$ cat config.mk
export PLATFORM = sky130hd
export DESIGN_NAME = rv_ctrl
export DESIGN_NICKNAME = d
export VERILOG_FILES = /design/src/source/rv_ctrl_pkg.sv /design/src/source/alu_op_decode.sv /design/src/source/hazard_unit.sv /design/src/source/inst_decoder.sv /design/src/source/pipeline_ctrl.sv /design/src/source/rv_ctrl.sv
export SDC_FILE = /design/constraint.sdc
export NUM_CORES = 1
export LEC_CHECK = 0
export BUFFER_PORTS_ARGS = -buffer_cell sky130_fd_sc_hd__buf_2
export CAP_MARGIN = 20
export CORE_UTILIZATION = 39
export DETAILED_ROUTE_END_ITERATION = 7
export GPL_TIMING_DRIVEN = 1
export PLACE_DENSITY = 0.76
export SYNTH_ARGS = -nofsm -noshare
export SYNTH_HDL_FRONTEND = slang
export SYNTH_SLANG_ARGS = --single-unit
$ cat constraint.sdc
create_clock -name clk -period 1.85 [get_ports clk]
set_clock_uncertainty 0.05 [all_clocks]
set_input_delay 0.0925 -clock clk [delete_from_list [all_inputs] [get_ports clk]]
set_output_delay 0.0925 -clock clk [all_outputs]
set_load 0.005 [all_outputs]
$ cat src/source/rv_ctrl_pkg.sv
package rv_ctrl_pkg;

   localparam int inst_width = 32;
   localparam int reg_addr_width = 5;

   typedef logic [inst_width-1:0] inst_t;
   typedef logic [reg_addr_width-1:0] reg_addr_t;
   typedef logic [3:0] ecode_t;

   typedef enum logic [3:0] {
      alu_add = 4'd0, alu_sll = 4'd1, alu_xor = 4'd4, alu_srl = 4'd5,
      alu_or = 4'd6, alu_and = 4'd7, alu_seq = 4'd8, alu_sne = 4'd9,
      alu_sub = 4'd10, alu_sra = 4'd11, alu_slt = 4'd12, alu_sge = 4'd13,
      alu_sltu = 4'd14, alu_sgeu = 4'd15
   } alu_op_t;

   typedef enum logic [2:0] {
      pc_plus_four = 3'd0, pc_branch_target = 3'd1, pc_jal_target = 3'd2,
      pc_jalr_target = 3'd3, pc_replay = 3'd4, pc_handler = 3'd5
   } pc_src_t;

   typedef enum logic [1:0] {imm_i = 2'd0, imm_s = 2'd1, imm_u = 2'd2} imm_type_t;
   typedef enum logic [1:0] {src_a_rs1 = 2'd0, src_a_pc = 2'd1, src_a_zero = 2'd2} src_a_sel_t;
   typedef enum logic [1:0] {src_b_rs2 = 2'd0, src_b_imm = 2'd1, src_b_four = 2'd2} src_b_sel_t;
   typedef enum logic {wb_src_alu = 1'b0, wb_src_mem = 1'b1} wb_src_t;

   localparam logic [6:0] opc_load = 7'b0000011;
   localparam logic [6:0] opc_store = 7'b0100011;
   localparam logic [6:0] opc_branch = 7'b1100011;
   localparam logic [6:0] opc_jal = 7'b1101111;
   localparam logic [6:0] opc_jalr = 7'b1100111;
   localparam logic [6:0] opc_op_imm = 7'b0010011;
   localparam logic [6:0] opc_op = 7'b0110011;
   localparam logic [6:0] opc_system = 7'b1110011;
   localparam logic [6:0] opc_auipc = 7'b0010111;
   localparam logic [6:0] opc_lui = 7'b0110111;

   // branch compares
   localparam logic [2:0] f3_beq = 3'd0;
   localparam logic [2:0] f3_bne = 3'd1;
   localparam logic [2:0] f3_blt = 3'd4;
   localparam logic [2:0] f3_bge = 3'd5;
   localparam logic [2:0] f3_bltu = 3'd6;
   localparam logic [2:0] f3_bgeu = 3'd7;

   localparam logic [2:0] f3_add_sub = 3'd0;
   localparam logic [2:0] f3_sll = 3'd1;
   localparam logic [2:0] f3_slt = 3'd2;
   localparam logic [2:0] f3_sltu = 3'd3;
   localparam logic [2:0] f3_xor = 3'd4;
   localparam logic [2:0] f3_srl_sra = 3'd5;
   localparam logic [2:0] f3_or = 3'd6;
   localparam logic [2:0] f3_and = 3'd7;

   localparam logic [11:0] funct12_ecall = 12'h000;
   localparam logic [11:0] funct12_ebreak = 12'h001;
   localparam int funct7_alt_bit = 5;   // inst bit 30

   localparam ecode_t ecode_illegal_inst = 4'd2;
   localparam ecode_t ecode_breakpoint = 4'd3;
   localparam ecode_t ecode_load_misaligned = 4'd4;
   localparam ecode_t ecode_store_misaligned = 4'd6;
   localparam ecode_t ecode_ecall = 4'd11;

endpackage
$ cat src/source/alu_op_decode.sv
module alu_op_decode (
   input  logic [6:0]           opcode,
   input  logic [2:0]           funct3,
   input  logic                 alt,
   output rv_ctrl_pkg::alu_op_t alu_op
);

   always_comb begin
      alu_op = rv_ctrl_pkg::alu_add;
      if (opcode == rv_ctrl_pkg::opc_branch) begin
         case (funct3)
            rv_ctrl_pkg::f3_beq: alu_op = rv_ctrl_pkg::alu_seq;
            rv_ctrl_pkg::f3_bne: alu_op = rv_ctrl_pkg::alu_sne;
            rv_ctrl_pkg::f3_blt: alu_op = rv_ctrl_pkg::alu_slt;
            rv_ctrl_pkg::f3_bge: alu_op = rv_ctrl_pkg::alu_sge;
            rv_ctrl_pkg::f3_bltu: alu_op = rv_ctrl_pkg::alu_sltu;
            rv_ctrl_pkg::f3_bgeu: alu_op = rv_ctrl_pkg::alu_sgeu;
            default: alu_op = rv_ctrl_pkg::alu_add;   // flagged illegal in decoder
         endcase
      end else if (opcode == rv_ctrl_pkg::opc_op || opcode == rv_ctrl_pkg::opc_op_imm) begin
         case (funct3)
            rv_ctrl_pkg::f3_add_sub: begin
               // addi has no subtract form
               if (opcode == rv_ctrl_pkg::opc_op && alt)
                  alu_op = rv_ctrl_pkg::alu_sub;
            end
            rv_ctrl_pkg::f3_sll: alu_op = rv_ctrl_pkg::alu_sll;
            rv_ctrl_pkg::f3_slt: alu_op = rv_ctrl_pkg::alu_slt;
            rv_ctrl_pkg::f3_sltu: alu_op = rv_ctrl_pkg::alu_sltu;
            rv_ctrl_pkg::f3_xor: alu_op = rv_ctrl_pkg::alu_xor;
            rv_ctrl_pkg::f3_srl_sra: alu_op = alt ? rv_ctrl_pkg::alu_sra : rv_ctrl_pkg::alu_srl;
            rv_ctrl_pkg::f3_or: alu_op = rv_ctrl_pkg::alu_or;
            rv_ctrl_pkg::f3_and: alu_op = rv_ctrl_pkg::alu_and;
            default: alu_op = rv_ctrl_pkg::alu_add;
         endcase
      end
   end

endmodule

$ cat src/source/hazard_unit.sv
module hazard_unit (
   input  rv_ctrl_pkg::inst_t     inst_dx,
   input  logic                   uses_rs1,
   input  logic                   uses_rs2,
   input  logic                   wr_reg_wb,
   input  rv_ctrl_pkg::reg_addr_t reg_to_wr_wb,
   input  logic                   load_in_wb,
   output logic                   bypass_rs1,
   output logic                   bypass_rs2,
   output logic                   load_use
);

   rv_ctrl_pkg::reg_addr_t rs1_addr;
   rv_ctrl_pkg::reg_addr_t rs2_addr;
   logic                   raw_rs1;
   logic                   raw_rs2;

   assign rs1_addr = inst_dx[19:15];
   assign rs2_addr = inst_dx[24:20];

   // x0 is never a real dependency
   assign raw_rs1 = uses_rs1 && wr_reg_wb && (rs1_addr == reg_to_wr_wb) && (rs1_addr != '0);
   assign raw_rs2 = uses_rs2 && wr_reg_wb && (rs2_addr == reg_to_wr_wb) && (rs2_addr != '0);

   assign bypass_rs1 = raw_rs1 && !load_in_wb;
   assign bypass_rs2 = raw_rs2 && !load_in_wb;
   assign load_use = load_in_wb && (raw_rs1 || raw_rs2);   // data not back until end of WB

endmodule

$ cat src/source/inst_decoder.sv
module inst_decoder (
   input  rv_ctrl_pkg::inst_t       inst_dx,
   input  logic                     cmp_true,
   output rv_ctrl_pkg::imm_type_t   imm_type,
   output rv_ctrl_pkg::src_a_sel_t  src_a_sel,
   output rv_ctrl_pkg::src_b_sel_t  src_b_sel,
   output rv_ctrl_pkg::alu_op_t     alu_op,
   output logic                     uses_rs1,
   output logic                     uses_rs2,
   output logic                     branch_raw,
   output logic                     jal_raw,
   output logic                     jalr_raw,
   output logic                     dmem_en_raw,
   output logic                     dmem_wen_raw,
   output logic                     wr_reg_raw,
   output rv_ctrl_pkg::wb_src_t     wb_src_sel_dx,
   output logic [2:0]               dmem_size,
   output logic [2:0]               dmem_type,
   output logic                     new_ex_dx,
   output rv_ctrl_pkg::ecode_t      ex_code_dx
);

   logic [6:0]  opcode;
   logic [2:0]  funct3;
   logic [6:0]  funct7;
   logic [11:0] funct12;
   logic        priv_fields_zero;
   logic        illegal;
   logic        ebreak;
   logic        ecall;

   assign opcode = inst_dx[6:0];
   assign funct3 = inst_dx[14:12];
   assign funct7 = inst_dx[31:25];
   assign funct12 = inst_dx[31:20];
   assign priv_fields_zero = (inst_dx[19:7] == '0);   // rs1, funct3 and rd

   assign dmem_size = {1'b0, funct3[1:0]};
   assign dmem_type = funct3;

   alu_op_decode alu_op_decode_inst (
      .opcode (opcode),
      .funct3 (funct3),
      .alt    (funct7[rv_ctrl_pkg::funct7_alt_bit]),
      .alu_op (alu_op)
   );

   always_comb begin
      illegal = 1'b0;
      ebreak = 1'b0;
      ecall = 1'b0;
      branch_raw = 1'b0;
      jal_raw = 1'b0;
      jalr_raw = 1'b0;
      uses_rs1 = 1'b1;
      uses_rs2 = 1'b0;
      imm_type = rv_ctrl_pkg::imm_i;
      src_a_sel = rv_ctrl_pkg::src_a_rs1;
      src_b_sel = rv_ctrl_pkg::src_b_imm;
      dmem_en_raw = 1'b0;
      dmem_wen_raw = 1'b0;
      wr_reg_raw = 1'b0;
      wb_src_sel_dx = rv_ctrl_pkg::wb_src_alu;
      case (opcode)
         rv_ctrl_pkg::opc_load: begin
            dmem_en_raw = 1'b1;
            wr_reg_raw = 1'b1;
            wb_src_sel_dx = rv_ctrl_pkg::wb_src_mem;
         end
         rv_ctrl_pkg::opc_store: begin
            uses_rs2 = 1'b1;
            imm_type = rv_ctrl_pkg::imm_s;
            dmem_en_raw = 1'b1;
            dmem_wen_raw = 1'b1;
         end
         rv_ctrl_pkg::opc_branch: begin
            uses_rs2 = 1'b1;
            src_b_sel = rv_ctrl_pkg::src_b_rs2;
            branch_raw = cmp_true;
            illegal = (funct3[2:1] == 2'b01);   // funct3 2 and 3 unused
         end
         rv_ctrl_pkg::opc_jal: begin
            jal_raw = 1'b1;
            uses_rs1 = 1'b0;
            src_a_sel = rv_ctrl_pkg::src_a_pc;
            src_b_sel = rv_ctrl_pkg::src_b_four;
            wr_reg_raw = 1'b1;
         end
         rv_ctrl_pkg::opc_jalr: begin
            illegal = (funct3 != 3'd0);
            jalr_raw = 1'b1;
            src_a_sel = rv_ctrl_pkg::src_a_pc;   // link value pc + 4
            src_b_sel = rv_ctrl_pkg::src_b_four;
            wr_reg_raw = 1'b1;
         end
         rv_ctrl_pkg::opc_op_imm: wr_reg_raw = 1'b1;
         rv_ctrl_pkg::opc_op: begin
            uses_rs2 = 1'b1;
            src_b_sel = rv_ctrl_pkg::src_b_rs2;
            wr_reg_raw = 1'b1;
         end
         rv_ctrl_pkg::opc_system: begin
            if (priv_fields_zero && funct12 == rv_ctrl_pkg::funct12_ecall)
               ecall = 1'b1;
            else if (priv_fields_zero && funct12 == rv_ctrl_pkg::funct12_ebreak)
               ebreak = 1'b1;
            else
               illegal = 1'b1;
         end
         rv_ctrl_pkg::opc_auipc: begin
            uses_rs1 = 1'b0;
            src_a_sel = rv_ctrl_pkg::src_a_pc;
            imm_type = rv_ctrl_pkg::imm_u;
            wr_reg_raw = 1'b1;
         end
         rv_ctrl_pkg::opc_lui: begin
            uses_rs1 = 1'b0;
            src_a_sel = rv_ctrl_pkg::src_a_zero;
            imm_type = rv_ctrl_pkg::imm_u;
            wr_reg_raw = 1'b1;
         end
         default: illegal = 1'b1;
      endcase
   end

   assign new_ex_dx = illegal || ebreak || ecall;
   assign ex_code_dx = illegal ? rv_ctrl_pkg::ecode_illegal_inst :
                       ebreak  ? rv_ctrl_pkg::ecode_breakpoint :
                                 rv_ctrl_pkg::ecode_ecall;

   // a legal branch always gets a compare operation
   always_comb begin
      if (opcode == rv_ctrl_pkg::opc_branch && !illegal)
         branch_compares: assert final (alu_op inside {rv_ctrl_pkg::alu_seq,
            rv_ctrl_pkg::alu_sne, rv_ctrl_pkg::alu_slt, rv_ctrl_pkg::alu_sge,
            rv_ctrl_pkg::alu_sltu, rv_ctrl_pkg::alu_sgeu});
   end

endmodule

$ cat src/source/pipeline_ctrl.sv
module pipeline_ctrl (
   input  logic                   clk,
   input  logic                   reset,
   input  logic                   imem_wait,
   input  logic                   dmem_wait,
   input  logic                   dmem_badmem_e,
   input  logic                   branch_raw,
   input  logic                   jal_raw,
   input  logic                   jalr_raw,
   input  logic                   dmem_en_raw,
   input  logic                   dmem_wen_raw,
   input  logic                   wr_reg_raw,
   input  rv_ctrl_pkg::wb_src_t   wb_src_sel_dx,
   input  rv_ctrl_pkg::reg_addr_t reg_to_wr_dx,
   input  logic                   new_ex_dx,
   input  rv_ctrl_pkg::ecode_t    ex_code_dx,
   input  logic                   load_use,
   output rv_ctrl_pkg::pc_src_t   pc_src_sel,
   output logic                   dmem_en,
   output logic                   dmem_wen,
   output logic                   stall_if,
   output logic                   kill_if,
   output logic                   stall_dx,
   output logic                   kill_dx,
   output logic                   stall_wb,
   output logic                   kill_wb,
   output logic                   exception_wb,
   output rv_ctrl_pkg::ecode_t    exception_code_wb,
   output logic                   wr_reg_wb,
   output rv_ctrl_pkg::reg_addr_t reg_to_wr_wb,
   output rv_ctrl_pkg::wb_src_t   wb_src_sel_wb,
   output logic                   load_in_wb,
   output logic                   retire_wb
);

   logic                replay_if;
   logic                branch_taken;
   logic                jal;
   logic                jalr;
   logic                redirect;
   logic                ex_dx;
   logic                wr_reg_dx;
   logic                prev_killed_wb;
   logic                had_ex_wb;
   logic                wr_reg_unkilled_wb;
   logic                store_in_wb;
   logic                dmem_en_wb;
   rv_ctrl_pkg::ecode_t prev_ex_code_wb;
   logic                dmem_access_ex;

   always_ff @(posedge clk) begin
      if (reset)
         replay_if <= 1'b1;
      else
         replay_if <= redirect && imem_wait;   // target fetch lost, go again
   end

   assign stall_if = ((imem_wait && !redirect) || stall_dx) && !exception_wb;
   assign kill_if = stall_if || ex_dx || exception_wb || redirect || replay_if;

   assign stall_dx = stall_wb || load_use;
   assign ex_dx = new_ex_dx && !stall_dx;
   assign kill_dx = stall_dx || ex_dx || exception_wb;

   assign branch_taken = branch_raw && !kill_dx;
   assign jal = jal_raw && !kill_dx;
   assign jalr = jalr_raw && !kill_dx;
   assign dmem_en = dmem_en_raw && !kill_dx;
   assign dmem_wen = dmem_wen_raw && !kill_dx;
   assign wr_reg_dx = wr_reg_raw && !kill_dx;
   assign redirect = branch_taken || jal || jalr;

   always_comb begin
      if (exception_wb)
         pc_src_sel = rv_ctrl_pkg::pc_handler;
      else if (replay_if || (stall_if && !imem_wait))
         pc_src_sel = rv_ctrl_pkg::pc_replay;
      else if (branch_taken)
         pc_src_sel = rv_ctrl_pkg::pc_branch_target;
      else if (jal)
         pc_src_sel = rv_ctrl_pkg::pc_jal_target;
      else if (jalr)
         pc_src_sel = rv_ctrl_pkg::pc_jalr_target;
      else
         pc_src_sel = rv_ctrl_pkg::pc_plus_four;
   end

   always_ff @(posedge clk) begin
      if (reset) begin
         prev_killed_wb <= 1'b1;   // nothing retires straight out of reset
         had_ex_wb <= 1'b0;
         wr_reg_unkilled_wb <= 1'b0;
         store_in_wb <= 1'b0;
         dmem_en_wb <= 1'b0;
      end else if (!stall_wb) begin
         prev_killed_wb <= kill_dx;
         had_ex_wb <= ex_dx;
         wr_reg_unkilled_wb <= wr_reg_dx;
         store_in_wb <= dmem_wen;
         dmem_en_wb <= dmem_en;
      end
   end

   always_ff @(posedge clk) begin
      if (!stall_wb) begin
         prev_ex_code_wb <= ex_code_dx;
         reg_to_wr_wb <= reg_to_wr_dx;
         wb_src_sel_wb <= wb_src_sel_dx;
      end
   end

   assign stall_wb = dmem_wait && dmem_en_wb;
   assign dmem_access_ex = dmem_badmem_e && dmem_en_wb && !stall_wb;
   assign exception_wb = had_ex_wb || dmem_access_ex;
   assign kill_wb = stall_wb || exception_wb;

   // an earlier DX cause wins over the memory fault
   assign exception_code_wb = had_ex_wb   ? prev_ex_code_wb :
                              store_in_wb ? rv_ctrl_pkg::ecode_store_misaligned :
                                            rv_ctrl_pkg::ecode_load_misaligned;

   assign wr_reg_wb = wr_reg_unkilled_wb && !kill_wb;
   assign load_in_wb = dmem_en_wb && !store_in_wb;
   assign retire_wb = !(kill_wb || prev_killed_wb);

   // a stalled WB keeps what it holds
   stall_holds_wb: assert property (@(posedge clk) disable iff (reset)
      stall_wb |=> $stable({wr_reg_unkilled_wb, reg_to_wr_wb, dmem_en_wb, store_in_wb}));
   dx_ex_reaches_wb: assert property (@(posedge clk) disable iff (reset)
      ex_dx |=> exception_wb && exception_code_wb == $past(ex_code_dx));

endmodule

$ cat src/source/rv_ctrl.sv
module rv_ctrl (
   input  logic                    clk,
   input  logic                    reset,
   input  rv_ctrl_pkg::inst_t      inst_dx,
   input  logic                    cmp_true,
   input  logic                    imem_wait,
   input  logic                    dmem_wait,
   input  logic                    dmem_badmem_e,
   output rv_ctrl_pkg::pc_src_t    pc_src_sel,
   output rv_ctrl_pkg::imm_type_t  imm_type,
   output rv_ctrl_pkg::src_a_sel_t src_a_sel,
   output rv_ctrl_pkg::src_b_sel_t src_b_sel,
   output rv_ctrl_pkg::alu_op_t    alu_op,
   output logic                    bypass_rs1,
   output logic                    bypass_rs2,
   output logic                    dmem_en,
   output logic                    dmem_wen,
   output logic [2:0]              dmem_size,
   output logic [2:0]              dmem_type,
   output logic                    wr_reg_wb,
   output rv_ctrl_pkg::reg_addr_t  reg_to_wr_wb,
   output rv_ctrl_pkg::wb_src_t    wb_src_sel_wb,
   output logic                    stall_if,
   output logic                    kill_if,
   output logic                    stall_dx,
   output logic                    kill_dx,
   output logic                    stall_wb,
   output logic                    kill_wb,
   output logic                    exception_wb,
   output rv_ctrl_pkg::ecode_t     exception_code_wb,
   output logic                    retire_wb
);

   logic                 uses_rs1;
   logic                 uses_rs2;
   logic                 branch_raw;
   logic                 jal_raw;
   logic                 jalr_raw;
   logic                 dmem_en_raw;
   logic                 dmem_wen_raw;
   logic                 wr_reg_raw;
   rv_ctrl_pkg::wb_src_t wb_src_sel_dx;
   logic                 new_ex_dx;
   rv_ctrl_pkg::ecode_t  ex_code_dx;
   logic                 load_use;
   logic                 load_in_wb;

   inst_decoder inst_decoder_inst (
      .inst_dx, .cmp_true, .imm_type, .src_a_sel, .src_b_sel, .alu_op,
      .uses_rs1, .uses_rs2, .branch_raw, .jal_raw, .jalr_raw,
      .dmem_en_raw, .dmem_wen_raw, .wr_reg_raw, .wb_src_sel_dx,
      .dmem_size, .dmem_type, .new_ex_dx, .ex_code_dx
   );

   hazard_unit hazard_unit_inst (
      .inst_dx, .uses_rs1, .uses_rs2, .wr_reg_wb, .reg_to_wr_wb, .load_in_wb,
      .bypass_rs1, .bypass_rs2, .load_use
   );

   pipeline_ctrl pipeline_ctrl_inst (
      .clk, .reset, .imem_wait, .dmem_wait, .dmem_badmem_e,
      .branch_raw, .jal_raw, .jalr_raw, .dmem_en_raw, .dmem_wen_raw, .wr_reg_raw,
      .wb_src_sel_dx, .reg_to_wr_dx (inst_dx[11:7]), .new_ex_dx, .ex_code_dx, .load_use,
      .pc_src_sel, .dmem_en, .dmem_wen, .stall_if, .kill_if, .stall_dx, .kill_dx,
      .stall_wb, .kill_wb, .exception_wb, .exception_code_wb, .wr_reg_wb,
      .reg_to_wr_wb, .wb_src_sel_wb, .load_in_wb, .retire_wb
   );

endmodule

# After elaboration in Yosys (flattened, before gate mapping)
# Index checks and enable logic that the tools add are counted.
# Widths: inputs -> output; s select.
[op_classes]
n_mul = 0
magnitude_cmp = 0
shifts = 0
n_eq_ne = 21
muxes = 34
add_sub_neg = 0
reduce_logical = 71
bitwise_logic = 0
div = 0
[op_table]
columns = ["op", "count"]
rows = [
  ["$pmux 4 s8", 1],
  ["$eq 7x7->1 const B", 4],
  ["$logic_and 1x1->1", 28],
  ["$mux 4", 6],
  ["$pmux 4 s6", 1],
  ["$eq 7x6->1 const B", 3],
  ["$logic_or 1x1->1", 18],
  ["$mux 1", 16],
  ["$eq 7x5->1 const B", 2],
  ["$reduce_or 7->1", 2],
  ["$logic_not 13->1", 1],
  ["$eq 12x1->1 const B", 1],
  ["$eq 3x3->1 const B", 4],
  ["$logic_not 12->1", 1],
  ["$mux 3", 4],
  ["$pmux 2 s2", 3],
  ["$eq 5x5->1", 2],
  ["$logic_not 1->1", 10],
  ["$reduce_bool 5->1", 2],
  ["$reduce_or 3->1", 3],
  ["$reduce_or 2->1", 4],
  ["$eq 7x2->1 const B", 1],
  ["$eq 3x2->1 const B", 2],
  ["$mux 2", 2],
  ["5 further kinds", 5],
]
[totals]
rom_bits = 0
mem_count = 0
word_cells = 135
out_inout_bits = 42
inputBits = 38
mem_bits_rw = 0
latch_bits = 0
regBits = 16

# Longest topological paths before layout
[logic_depth]
depth_word = 29
ltp_mapped = 7
mapped_depth_nobuf = 6

# By module
# From an unflattened synthesis, not the netlist that was laid out.
[hier_totals]
hier_cells = 180
area_unflattened_um2 = 1451.4
[by_module_without_submodules]
columns = ["mod", "seq_area_each_um2", "area_each_um2", "instances", "cells_each"]
rows = [
  ["pipeline_ctrl", 420.4, 721.9, 1, 67],
  ["inst_decoder", 0.0, 414.1, 1, 63],
  ["hazard_unit", 0.0, 158.9, 1, 23],
  ["alu_op_decode", 0.0, 156.4, 1, 27],
]

# Least setup slack after synthesis
# OpenSTA, ideal clock, no wires.
[synth_timing]
path_type = "reg-to-reg"
startpoint = "register pipeline_ctrl_inst.reg_to_wr_wb[4]"
endpoint = "register pipeline_ctrl_inst.replay_if"
path_buffers = 0
setup_ps = 116
slack_ps = -2
period_less_slack_ps = 1852
t_arrival_ps = 1686
stages_incl_launch_ff = 7
required_time_ps = 1684
path_cell_list = "edfxtp_1 > xnor2_1 > nand4_1 > nor4_1 > a31oi_4 > or2_1 > a41o_1"
[synth_via]
elab_chain_len = 15
elab_cells_between_ends = 20
cone_classes = "eq/ne: 2; reduce/logical: 18"
[synth_rtl]
columns = ["item", "line", "rtl"]
rows = [
  ["start, declared", "pipeline_ctrl.sv:30", "output rv_ctrl_pkg::reg_addr_t reg_to_wr_wb,"],
  ["start signal, assigned", "pipeline_ctrl.sv:107", "reg_to_wr_wb <= reg_to_wr_dx;"],
  ["$eq 5x5->1 (on tied branches)", "hazard_unit.sv:22, hazard_unit.sv:23", ""],
  ["$logic_and 1x1->1 (on tied branches) (2 in series)", "hazard_unit.sv:22, hazard_unit.sv:23", ""],
  ["$logic_or 1x1->1 (*)", "hazard_unit.sv:27", "assign load_use = load_in_wb && (raw_rs1 || raw_rs2);"],
  ["$logic_and 1x1->1 (*)", "hazard_unit.sv:27", ""],
  ["$logic_or 1x1->1 (*)", "pipeline_ctrl.sv:61", "assign stall_dx = stall_wb || load_use;"],
  ["$logic_not 1->1", "pipeline_ctrl.sv:62", "assign ex_dx = new_ex_dx && !stall_dx;"],
  ["$logic_and 1x1->1", "pipeline_ctrl.sv:62", ""],
  ["$logic_or 1x1->1 (*) (2 in series)", "pipeline_ctrl.sv:63", "assign kill_dx = stall_dx || ex_dx || exception_wb;"],
  ["$logic_not 1->1 (*)", "pipeline_ctrl.sv:65, pipeline_ctrl.sv:66, pipeline_ctrl.sv:67", ""],
  ["$logic_and 1x1->1 (on tied branches)", "pipeline_ctrl.sv:65, pipeline_ctrl.sv:66", ""],
  ["$logic_or 1x1->1", "pipeline_ctrl.sv:71", "assign redirect = branch_taken || jal || jalr;"],
  ["$logic_or 1x1->1 (*)", "pipeline_ctrl.sv:71", ""],
  ["$logic_and 1x1->1 (*)", "pipeline_ctrl.sv:55", "replay_if <= redirect && imem_wait;"],
  ["end signal, assigned", "pipeline_ctrl.sv:55", ""],
  ["end, declared", "pipeline_ctrl.sv:36", "logic replay_if;"],
]
# Mark *: on every way between the ends. The rest lies on a longest branch, timed or not.
# A chain may end at the register's enable or synchronous reset.

# Worst setup path after layout
[layout_timing]
startpoint = "register pipeline_ctrl_inst.reg_to_wr_wb[4]"
endpoint = "output kill_if"
[layout_via]
elab_chain_len = 22
elab_cells_between_ends = 27
cone_classes = "eq/ne: 2; reduce/logical: 25"
[layout_rtl]
columns = ["item", "line", "rtl"]
rows = [
  ["$eq 5x5->1 (on tied branches)", "hazard_unit.sv:22, hazard_unit.sv:23", ""],
  ["$logic_and 1x1->1 (on tied branches) (2 in series)", "hazard_unit.sv:22, hazard_unit.sv:23", ""],
  ["$logic_or 1x1->1 (*)", "hazard_unit.sv:27", ""],
  ["$logic_and 1x1->1 (*)", "hazard_unit.sv:27", ""],
  ["$logic_or 1x1->1 (*)", "pipeline_ctrl.sv:61", ""],
  ["$logic_not 1->1", "pipeline_ctrl.sv:62", ""],
  ["$logic_and 1x1->1", "pipeline_ctrl.sv:62", ""],
  ["$logic_or 1x1->1 (2 in series)", "pipeline_ctrl.sv:63", ""],
  ["$logic_not 1->1", "pipeline_ctrl.sv:65, pipeline_ctrl.sv:66, pipeline_ctrl.sv:67", ""],
  ["$logic_and 1x1->1 (on tied branches)", "pipeline_ctrl.sv:65, pipeline_ctrl.sv:66", ""],
  ["$logic_or 1x1->1 (2 in series)", "pipeline_ctrl.sv:71", ""],
  ["$logic_not 1->1", "pipeline_ctrl.sv:58", "assign stall_if = ((imem_wait && !redirect) || stall_dx) && !exception_wb;"],
  ["$logic_and 1x1->1", "pipeline_ctrl.sv:58", ""],
  ["$logic_or 1x1->1", "pipeline_ctrl.sv:58", ""],
  ["$logic_and 1x1->1", "pipeline_ctrl.sv:58", ""],
  ["$logic_or 1x1->1 (2 in series)", "pipeline_ctrl.sv:59", "assign kill_if = stall_if || ex_dx || exception_wb || redirect || replay_if;"],
  ["$logic_or 1x1->1 (*) (2 in series)", "pipeline_ctrl.sv:59", ""],
  ["end, declared", "rv_ctrl.sv:24", "output logic kill_if,"],
]
# Marked as above.

==> qor.txt <==
Cells after Synth -> 164
drt total wl -> 4.48 mm
Clk pwr share -> 23.7%
Least-Margin Pin Slew -> 0.587 ns
Worst slew margin -> 60.5%
register bit total from synthesis -> 14
placed cell count -> 312
drt pass-1 iters -> 4
Hold Crit Class -> in2reg
post-synthesis mux area share -> 0%
Pleak -> 1.04 nW
RD Place Congestion -> 0.864
Tcrit/Tclk final -> 121%
die width -> 60.2 µm
Worst Setup Start Kind -> flop
PD cells -> 378 nW/µm²
PnR Total Power -> 0.809 mW
Max-Cap Viols -> 0
worst path arrival time -> 2.10 ns
WS Path Type -> reg2out
commonest non-fill, non-tap cell in the layout -> buf_2
Synth Area in Adders -> 0%
CTS HTree Levels -> 1
Via Count -> 1707
clock-pin slew on the worst setup and hold paths -> 0.09 ns
antenna viol nets, final -> 0
largest family of logic cells by synthesized area -> simple AND/OR/NAND/NOR gates
Final Setup Violations -> 10
Net Count, Synth -> 202
grt ovf -> 0
status -> finished with violations
worst setup margin -> -0.388 ns
largest net degree at the start of global routing -> 13
hpwl dp -> 3.26 mm
Bufs on Longest Clock Path -> 2
Tot GR Track Use -> 23.7%
syn_area_per_cell -> 8.06 µm²
fraction of layout instances using a drive strength above 1 -> 50.7%
port buffer count -> 78
register area -> 360 µm²
VDD IR max -> 0.000158 V
R2R depth -> 8
CTS tree -> yes
combinational share of power -> 33.5%
CTS Buf Count -> 3
sequential share of power -> 42.8%
DRC Markers -> 0
RSZ-0062 raised after global routing -> yes
final-report max-slew violation count -> 0
net switching fraction of the power -> 30.9%
num rows -> 20
pre-CTS setup slack -> -0.173 ns
# diodes -> 0
number of nets in the layout -> 317
Internal Power -> 0.560 mW
Max Clock Freq -> 447 MHz
Mapped Area -> 1320 µm²
final instance area -> 2140 µm²
YS warnings -> 0
Hold Crit Depth -> 2
Compound-Gate Fraction of Synth Area -> 22.8%
DR iter-0 viols -> 58
first-pass GRT wire length -> 6.39 mm
Syn-to-layout area delta -> 62.0%
Post-synth ARST share -> 0%
clock sinks -> 14
Crit Path Max Fanout -> 4
CTS root buf -> clkbuf_4
failing checks -> setup timing
most frequent cells in the layout -> buf_2, buf_4, nand2_1, nor2_1
io pins -> 80
switching power -> 0.250 mW
final core occ -> 68.5%
Distinct cells, synth -> 51
sequential-to-total area share from yosys stat -> 27.2%
EDFF count, synth -> 8
vias in the first global route -> 1496
Synth Area in XOR/XNOR -> 7.28%
top_reg_cell synth -> edfxtp_1
initial antenna violation count -> 0
fillers -> 271
die height -> 60.2 µm
DP Area -> 1970 µm²
Worst-Skew Late Latency -> 0.29 ns
Core ar. -> 3130 µm²
kind of end point of the critical path -> primary output
Period minus WS final -> 2.24 ns
Die ar. -> 3630 µm²
Post-Synth Simple-Gate Area -> 34.7%
drt wl/cell -> 13.9 µm
Final Non-Filler Cells -> 322
WP data required -> 1.71 ns
starting density of the core -> 42.3%
Final Hold Viols -> 0
area of the multi-input gates -> 932 µm²
drt via density -> 5.30
-- final cells by class --
class / instances / share of cell area, %
Multi-Input combinational cell: 132 / 43.5
Timing Repair Buffer: 120 / 34.5
Sequential cell: 14 / 16.8
Tap cell: 44 / 2.57
Inverter: 8 / 1.40
Clock buffer: 4 / 1.23
-- repair_timing --
action / CTS / global route
endpoints found under the hold margin: 5 / 0
hold buffers: 5 / 0
pin swaps: 8 / 10
buffers inserted: 1 / 2
setup endpoints to repair: 12 / 15
gates resized for setup: 5 / 10
-- logic make-up after synthesis --
kind of cell | Yosys count
flops | 14
simple gates | 77
xor+xnor | 11
buf+inv | 18
compound gates | 43
other cells | 1
-- synthesized netlist by cell type (5+ instances only) --
master / n / area [µm²]
inv_1: 8 / 30.0
nor4_1: 6 / 37.5
nand2_1: 18 / 67.6
nor2_1: 12 / 45.0
nand2b_1: 5 / 31.3
dfxtp_1: 6 / 120
buf_4: 7 / 52.6
xor2_1: 6 / 52.6
xnor2_1: 5 / 43.8
edfxtp_1: 8 / 240
a21oi_1: 10 / 50.1
nor3_1: 5 / 25.0
o21ai_0: 9 / 45.0
-- stage by stage --
step | TNS [ns] | hold WS, ns
after floorplan | 0 | 0.112
after global placement | -0.253 | 0.235
after detailed placement | -0.441 | 0.237
after CTS | -2.58 | 0.0249
after global routing | -3.81 | 0.0197
final | -2.53 | 0.0140
-- worst max-delay path, stage by stage (launching register included) --
cell and delay (ns):
edfxtp_1 0.47, xor2_1 0.29, nor4_4 0.08, a31oi_4 0.28
o21ai_4 0.08, or4_1 0.46, buf_2 0.14
-- flip-flops by register name (all words and copies together) (netlist names) --
name,count
pipeline_ctrl_inst.wb_src_sel_wb,1
pipeline_ctrl_inst.replay_if,1
pipeline_ctrl_inst.prev_killed_wb,1
pipeline_ctrl_inst.dmem_en_wb,1
pipeline_ctrl_inst.store_in_wb,1
pipeline_ctrl_inst.wr_reg_unkilled_wb,1
pipeline_ctrl_inst.had_ex_wb,1
pipeline_ctrl_inst.prev_ex_code_wb,2
pipeline_ctrl_inst.reg_to_wr_wb,5
-- routing by layer --
metal / wire (µm) / track usage [%] / vias to the layer above / part of all wire (%)
met4: 80 / 9.30 / 0 / 1.8
met3: 255 / 2.38 / 12 / 5.7
met5: 0 / 0 / - / 0
met2: 2270 / 40.7 / 77 / 51
li1: - / - / 834 / -
met1: 1870 / 30.0 / 784 / 42
-- path summary, 6_finish.rpt --
path	to	start	slack (ns)
hold reg to reg	pipeline_ctrl_inst.wr_reg_unkilled_wb	pipeline_ctrl_inst.wr_reg_unkilled_wb	0.44
hold / removal	pipeline_ctrl_inst.dmem_en_wb	reset	0.01
setup reg to reg	pipeline_ctrl_inst.dmem_en_wb	pipeline_ctrl_inst.reg_to_wr_wb[1]	-0.08
setup / recovery	kill_if	pipeline_ctrl_inst.reg_to_wr_wb[4]	-0.39
-- power groups by stage --
stage          logic, mW  clock network (mW)  registers (mW)
2_1_floorplan      0.110                   0           0.355
5_1_grt            0.294               0.203           0.348
6_report           0.271               0.192           0.347
3_5_place_dp       0.243                   0           0.354
4_1_cts            0.257               0.190           0.347
3_3_place_gp       0.239                   0           0.353
(Power assumes the default switching activity.)
